==> src/design/pin_bus_pkg.sv <==
package pin_bus_pkg;

  localparam int PIN_W  = 8;               // pin byte width
  localparam int WORD_W = 32;              // processor bus width
  localparam int BEATS  = WORD_W / PIN_W;  // bytes per word with one beat each

  // frame position codes carried on phase
  localparam logic [3:0] PH_IDLE  = 4'd0;
  localparam logic [3:0] PH_BEAT0 = 4'd1;  // address byte 0 and write byte 0
  localparam logic [3:0] PH_BEAT1 = 4'd2;
  localparam logic [3:0] PH_BEAT2 = 4'd3;
  localparam logic [3:0] PH_BEAT3 = 4'd4;
  localparam logic [3:0] PH_CMD   = 4'd5;  // write flag on bit 0
  localparam logic [3:0] PH_TURN  = 4'd6;  // wait beats for slow devices
  localparam logic [3:0] PH_CAP0  = 4'd7;  // read byte 0
  localparam logic [3:0] PH_CAP1  = 4'd8;
  localparam logic [3:0] PH_CAP2  = 4'd9;
  localparam logic [3:0] PH_CAP3  = 4'd10;
  localparam logic [3:0] PH_DONE  = 4'd11;

  // same 32 bits seen as one value or as the byte of each beat
  typedef union packed {
    logic [WORD_W-1:0]           word;
    logic [BEATS-1:0][PIN_W-1:0] bytes;  // bytes[0] goes out first
  } bus_word_u;

endpackage
==> src/design/pin_bus_top.sv <==
module pin_bus_top
  import pin_bus_pkg::*;
#(
  parameter int WAIT_CYCLES = 0  // 0 to 7 turn beats before capture
) (
  input  logic              clk,
  input  logic              rst,
  // APB side
  input  logic              psel,
  input  logic              penable,
  input  logic              pwrite,
  input  logic [WORD_W-1:0] paddr,
  input  logic [WORD_W-1:0] pwdata,
  output logic [WORD_W-1:0] prdata,
  output logic              pready,
  output logic              pslverr,
  // pin side
  input  logic [PIN_W-1:0]  uio_in,
  output logic [PIN_W-1:0]  uo_out,
  output logic [PIN_W-1:0]  uio_out,
  output logic [PIN_W-1:0]  uio_oe,
  output logic              bus_active
);

  logic [3:0] phase;
  logic       wr_flag;
  bus_word_u  addr_word;
  bus_word_u  wdata_word;
  bus_word_u  rdata_word;   // captured read word back from the data lane

  apb_bridge #(
    .WAIT_CYCLES(WAIT_CYCLES)
  ) u_bridge (
    .clk       (clk),
    .rst       (rst),
    .psel      (psel),
    .penable   (penable),
    .pwrite    (pwrite),
    .paddr     (paddr),
    .pwdata    (pwdata),
    .prdata    (prdata),
    .pready    (pready),
    .pslverr   (pslverr),
    .phase     (phase),
    .addr_word (addr_word),
    .wdata_word(wdata_word),
    .wr_flag   (wr_flag),
    .bus_active(bus_active),
    .rdata_word(rdata_word)
  );

  // address bytes and command on the dedicated outputs
  addr_lane u_addr_lane (
    .clk      (clk),
    .rst      (rst),
    .phase    (phase),
    .addr_word(addr_word),
    .wr_flag  (wr_flag),
    .uo_out   (uo_out)
  );

  // write bytes out and read bytes in over the bidir pins
  data_lane u_data_lane (
    .clk       (clk),
    .rst       (rst),
    .phase     (phase),
    .wdata_word(wdata_word),
    .wr_flag   (wr_flag),
    .uio_in    (uio_in),
    .uio_out   (uio_out),
    .uio_oe    (uio_oe),
    .rdata_word(rdata_word)
  );

endmodule

==> src/design/apb_bridge.sv <==
module apb_bridge
  import pin_bus_pkg::*;
#(
  parameter int WAIT_CYCLES = 0
) (
  input  logic              clk,
  input  logic              rst,
  // APB completer
  input  logic              psel,
  input  logic              penable,
  input  logic              pwrite,
  input  logic [WORD_W-1:0] paddr,
  input  logic [WORD_W-1:0] pwdata,
  output logic [WORD_W-1:0] prdata,
  output logic              pready,
  output logic              pslverr,
  // towards the lanes
  output logic [3:0]        phase,
  output bus_word_u         addr_word,
  output bus_word_u         wdata_word,
  output logic              wr_flag,
  output logic              bus_active,
  input  bus_word_u         rdata_word
);

  // last count value before the capture beats start
  localparam logic [2:0] TURN_LAST = 3'(WAIT_CYCLES - 1);

  logic       setup;       // APB setup cycle
  logic       misaligned;
  logic       err_q;       // current transfer was refused
  logic [2:0] turn_cnt;

  // starting on the setup cycle lets the registered lanes hit the pins
  // in the cycle right after the first access cycle
  assign setup      = psel && !penable;
  assign misaligned = (paddr[1:0] != 2'b00);

  always_ff @(posedge clk) begin
    if (rst) begin
      phase    <= PH_IDLE;
      turn_cnt <= '0;
      err_q    <= 1'b0;
      wr_flag  <= 1'b0;
      pready   <= 1'b0;
      pslverr  <= 1'b0;
    end else begin
      pready  <= (phase == PH_DONE);          // single cycle as phase leaves DONE at once
      pslverr <= (phase == PH_DONE) && err_q;

      case (phase)
        PH_IDLE: begin
          if (setup) begin
            err_q   <= misaligned;
            wr_flag <= pwrite;
            // refused access skips the frame entirely
            phase   <= misaligned ? PH_DONE : PH_BEAT0;
          end
        end
        PH_BEAT0, PH_BEAT1, PH_BEAT2: phase <= phase + 4'd1;
        PH_BEAT3: phase <= PH_CMD;
        PH_CMD: begin
          turn_cnt <= '0;
          phase    <= (WAIT_CYCLES == 0) ? PH_CAP0 : PH_TURN;
        end
        PH_TURN: begin
          if (turn_cnt == TURN_LAST) begin
            phase <= PH_CAP0;
          end else begin
            turn_cnt <= turn_cnt + 3'd1;
          end
        end
        PH_CAP0, PH_CAP1, PH_CAP2: phase <= phase + 4'd1;
        PH_CAP3: phase <= PH_DONE;
        default: phase <= PH_IDLE;  // DONE and unused codes
      endcase
    end
  end

  // address and write data held for the whole frame
  always_ff @(posedge clk) begin
    if (phase == PH_IDLE && setup && !misaligned) begin
      addr_word.word  <= paddr;
      wdata_word.word <= pwdata;
    end
  end

  // frame marker for the pin-side device
  assign bus_active = (phase >= PH_BEAT0) && (phase <= PH_CAP3);

  // the last capture byte lands together with pready
  assign prdata = (pready && !wr_flag && !err_q) ? rdata_word.word : '0;

endmodule

==> src/design/data_lane.sv <==
module data_lane
  import pin_bus_pkg::*;
(
  input  logic             clk,
  input  logic             rst,
  input  logic [3:0]       phase,
  input  bus_word_u        wdata_word,
  input  logic             wr_flag,
  input  logic [PIN_W-1:0] uio_in,
  output logic [PIN_W-1:0] uio_out,
  output logic [PIN_W-1:0] uio_oe,
  output bus_word_u        rdata_word
);

  logic [3:0]               phase_q;   // phase as seen on the pins
  logic [$clog2(BEATS)-1:0] beat_idx;
  logic [$clog2(BEATS)-1:0] cap_idx;
  logic                     wr_beat;   // this beat drives write data
  logic                     cap_beat;

  assign beat_idx = $clog2(BEATS)'(phase - PH_BEAT0);
  assign cap_idx  = $clog2(BEATS)'(phase_q - PH_CAP0);
  assign wr_beat  = wr_flag && (phase >= PH_BEAT0) && (phase <= PH_BEAT3);
  assign cap_beat = (phase_q >= PH_CAP0) && (phase_q <= PH_CAP3);

  always_ff @(posedge clk) begin
    if (rst) begin
      phase_q <= PH_IDLE;
      uio_out <= '0;
      uio_oe  <= '0;
    end else begin
      phase_q <= phase;
      if (wr_beat) begin
        uio_out <= wdata_word.bytes[beat_idx];
        uio_oe  <= '1;
      end else begin
        // pins released for the command, wait and capture beats
        uio_out <= '0;
        uio_oe  <= '0;
      end
    end
  end

  // device answers one cycle after the capture code, so sample on phase_q
  always_ff @(posedge clk) begin
    if (phase == PH_BEAT0) begin
      rdata_word <= '0;                  // new frame
    end else if (cap_beat) begin
      rdata_word.bytes[cap_idx] <= uio_in;
    end
  end

endmodule

==> src/design/addr_lane.sv <==
module addr_lane
  import pin_bus_pkg::*;
(
  input  logic             clk,
  input  logic             rst,
  input  logic [3:0]       phase,
  input  bus_word_u        addr_word,
  input  logic             wr_flag,
  output logic [PIN_W-1:0] uo_out
);

  logic [$clog2(BEATS)-1:0] beat_idx;

  // beat codes are consecutive, so the offset picks the byte
  assign beat_idx = $clog2(BEATS)'(phase - PH_BEAT0);

  always_ff @(posedge clk) begin
    if (rst) begin
      uo_out <= '0;
    end else begin
      case (phase)
        PH_BEAT0, PH_BEAT1, PH_BEAT2, PH_BEAT3: begin
          uo_out <= addr_word.bytes[beat_idx];  // lsb first
        end
        PH_CMD, PH_TURN: begin
          // command held through the wait beats
          uo_out <= {{(PIN_W-1){1'b0}}, wr_flag};
        end
        default: uo_out <= '0;
      endcase
    end
  end

endmodule

==> config.mk <==
export PLATFORM = sky130hd
export DESIGN_NAME = pin_bus_top
export DESIGN_NICKNAME = d
export VERILOG_FILES = /design/src/design/pin_bus_pkg.sv /design/src/design/pin_bus_top.sv /design/src/design/apb_bridge.sv /design/src/design/data_lane.sv /design/src/design/addr_lane.sv
export SDC_FILE = /design/constraint.sdc
export NUM_CORES = 1
export LEC_CHECK = 0
export BUFFER_PORTS_ARGS = -buffer_cell sky130_fd_sc_hd__buf_4
export CAP_MARGIN = 40
export CORE_ASPECT_RATIO = 1.25
export CORE_MARGIN = 1.5
export CORE_UTILIZATION = 47
export CTS_CLUSTER_DIAMETER = 80
export DETAILED_ROUTE_END_ITERATION = 7
export PLACE_DENSITY_LB_ADDON = 0.15
export SLEW_MARGIN = 20
export SYNTH_ARGS = -nofsm -noshare
export SYNTH_HDL_FRONTEND = slang
export SYNTH_HIERARCHICAL = 1
export SYNTH_SLANG_ARGS = --single-unit
export TNS_END_PERCENT = 5
==> constraint.sdc <==
create_clock -name clk -period 6.8 [get_ports clk]
set_input_delay 1.36 -clock clk [delete_from_list [all_inputs] [get_ports clk]]
set_output_delay 1.36 -clock clk [all_outputs]
set_load 0.02 [all_outputs]
==> results.py <==
metrics = {
    "synth": {
        "synthesis.area_sq_um": 5240,
        "syn_avg_cell_area_sq_um": 13.0,
        "syn_nets": 496,
        "seq_area_frac_synth": 0.612,
        "synth_ff_type": "edfxtp_1",
        "postSynthCellCount": 404,
        "synth_top_area_frac": 0.367,
        "synth_edf_count": 64,
        "synth.area.top_cells": "edfxtp_1 37%, dfxtp_1 24%, mux4_2 6.9%, and2_1 3.9%, ha_1 3.6%",
        "synth_top_area_cell": "edfxtp_1",
        "ys_warn_count": 6,
        "ys_ff_latch": 128,
        "synth-async-reset-ratio": 0,
        "synthTopCellsByCount": "64 x dfxtp_1, 64 x edfxtp_1, 37 x nand2_1",
        "ys_types": 52,
    },
    "setup_path": {
        "crit_arrival_ps": 1880,
        "critPathCapture": "bus_active",
        "reg2reg_depth": 5,
        "path_max_fanout": 25,
        "cpMaxStageDelayCell": "buf_4",
        "cpMostUsedCell": "buf_4",
        "path_depth": 5,
        "cp_cell_sequence": "buf_4, ha_1, nor3b_1, o22ai_1, buf_4",
        "critical_path_required_ps": 5440,
        "crit_family": "buffers and inverters",
        "worstReg2RegStart": "u_bridge/phase[1]",
        "endpoint_kind": "primary output",
        "ff2ff_setup_slack_ps": 4540,
        "r2r_end": "u_bridge/addr_word[17]",
        "worstSetupStartpointType": "register",
        "max_stage_delay_ps": 390,
        "worstSetupPathType": "reg2out",
        "crit_buf_inv": 2,
        "worstSetupStartpoint": "u_bridge/phase[0]",
    },
    "final_layout": {
        "antenna-diode-count": 0,
        "fin_nets": 629,
        "final_cell_count_no_fill": 682,
        "final_core_util": 0.646,
        "drive_gt1_frac": 0.371,
        "area_delta_synth_final_pct": 32.2,
    },
    "clock_tree": {
        "cts_htree_levels": 4,
        "ctsHoldBuffers": 0,
        "clock_latency_ps": 400,
        "ctsResizeCount": 0,
        "cts_tree": "built",
        "clkTransAtPathRegs_ps": 60,
        "cts_setup_buffers": 0,
        "cts_num_sinks": 128,
        "clockRootBuffer": "clkbuf_16",
        "clk_path_buf_depth": 2,
        "numCtsBuffers": 17,
    },
    "pwr": {
        "powerDensity_nw_per_um2": 356,
        "power_frac_seq": 0.382,
        "combPwrFrac": 0.240,
        "irDropWorstVdd_mv": 0.222,
        "leakage_nw": 2.77,
        "clock_power_share": 0.378,
        "switchingPower_w": 0.000697,
        "p_sw_frac": 0.283,
        "p_int_w": 0.00177,
    },
    "floorplanning": {
        "dieWidth_um": 97.4,
        "io_pins": 136,
        "start_util": 0.488,
        "die-height_um": 121,
        "dieArea_sq_um": 11800,
        "rows": 42,
        "core_sq_um": 10700,
    },
    "timing": {
        "layout_min_cycle_time_ps": 3240,
        "relSlewSlack": 0.467,
        "tightest_slew_ps": 800,
        "holdWs_ps": 450,
        "setup_viol": 0,
        "clock.fmax_mhz": 309,
        "finalCritPeriodShare": 0.476,
        "finClkSkew_ps": 6.44,
        "rsz0062_at_grt": "no",
        "tns_ps": 0,
        "report.final.hold_viol_count": 0,
        "slew_violations": 0,
    },
    "route": {
        "first_pass_iters": 4,
        "drtAntennaViolNets": 0,
        "drc": 0,
        "drt-initial-drc-count": 186,
        "wl_per_cell_um": 14.9,
        "vias_per_cell": 5.06,
        "drt_wl_total_um": 10200,
        "num_vias": 3448,
    },
    "min_path": {
        "hold_path.class": "reg2reg",
    },
    "global_routing": {
        "antenna_found_initial": 0,
        "grt_start_max_net_pins": 66,
        "track_usage": 0.179,
        "grt_pass1_wl_um": 16500,
        "grt_overflow": 0,
        "grt_pass1_vias": 3495,
    },
    "place": {
        "routabilityCongestion": 0.817,
        "dp_hpwl_um": 7180,
        "port_buffers": 135,
        "dp_cells": 650,
    },
    "run": {
        "cap_violations": 0,
    },
    "run_status": {
        "status": "finished clean",
    },
}
-- layout make-up --
class | instances | area, sq um
Fill cell | 814 | 3800
Sequential cell | 128 | 3200
Multi-Input combinational cell | 239 | 1840
Timing Repair Buffer | 139 | 1040
Clock buffer | 18 | 439
Clock inverter | 14 | 181
Tap cell | 132 | 165
Inverter | 12 | 45.0
-- worst register-to-register path: cells and delay by family (launching register included) --
family / cells / cell delay (ps)
adders and majority gates: 1 / 310
DFF: 1 / 400
and+or+nand+nor: 2 / 310
buffers and inverters: 2 / 820
-- power groups by stage --
stage	clock network (W)	logic, W	registers [W]
global route	0.000990	0.000646	0.000953
floorplan	0	0.000433	0.000963
CTS	0.000948	0.000595	0.000942
global placement	0	0.000582	0.000953
detailed placement	0	0.000591	0.000958
finish	0.000931	0.000592	0.000942
-- worst min path at each step --
stage	startpoint	endpoint	slack, ps	depth (start not counted)
after global placement	u_data_lane/rdata_word[1]	u_data_lane/rdata_word[1]	440	2
after floorplan	u_data_lane/rdata_word[0]	u_data_lane/rdata_word[0]	430	2
after global routing	u_data_lane/rdata_word[14]	u_data_lane/rdata_word[14]	480	2
final	u_data_lane/rdata_word[11]	u_data_lane/rdata_word[11]	450	2
after CTS	u_data_lane/rdata_word[7]	u_data_lane/rdata_word[7]	450	2
after detailed placement	u_data_lane/rdata_word[7]	u_data_lane/rdata_word[7]	440	2
-- kinds of logic after synthesis --
logic type	after synthesis	synth area share
AOI/OAI and AO/OA	40	0.0516
xor gates and xnor gates	1	0.00167
adders and majority gates	15	0.0358
buffers and inverters	37	0.0392
DFF	128	0.612
muxes	33	0.101
and+or+nand+nor	150	0.159
-- metal layers --
metal,vias to the layer above,global-route usage,share of wire
met5,-,0,0
met3,6,0.0622,0.059
met1,1634,0.197,0.40
met2,111,0.319,0.53
met4,0,0.0696,0.011
li1,1697,-,-
-- cells in the final DEF (no fill, tap or decap), types with 2 or more instances in the layout --
cell type,netlist,final
nor3b_2,0,2
edfxtp_1,64,64
o21ai_2,2,2
clkinv_4,0,3
o21ai_0,2,2
and4bb_2,2,2
and2b_1,6,6
mux4_2,16,16
clkbuf_16,0,17
nand2b_1,3,3
o22ai_1,2,2
ha_1,15,15
nand4_1,2,2
nor2b_1,13,13
and2_1,33,33
nor2_1,27,27
mux2i_1,17,17
inv_1,11,11
dfxtp_1,64,64
inv_6,0,3
buf_4,10,139
nand3_1,4,4
nor3b_1,5,3
a21oi_1,22,22
bufinv_16,0,3
clkinvlp_4,0,3
nor3_1,6,5
nand2_1,37,37
-- state kept, by name (all words and copies together) (netlist names) --
name / flops
u_data_lane/phase_q: 4
u_bridge/wr_flag: 1
u_bridge/addr_word: 32
u_bridge/pslverr: 1
u_bridge/pready: 1
u_bridge/turn_cnt: 3
u_data_lane/uio_oe: 1
u_addr_lane/uo_out: 8
u_bridge/err_q: 1
u_data_lane/uio_out: 8
u_data_lane/rdata_word: 32
u_bridge/phase: 4
u_bridge/wdata_word: 32
-- through the flow --
step	worst slack [ps]	cell area [sq um]	total power, W
final	3560	6920	0.00246
after global routing	3380	6920	0.00259
after CTS	3520	6920	0.00248
after detailed placement	3630	6300	0.00155
after global placement	3690	6300	0.00154
after floorplan	104	5240	0.00140
Note: power is estimated with default switching activity, not from simulation.
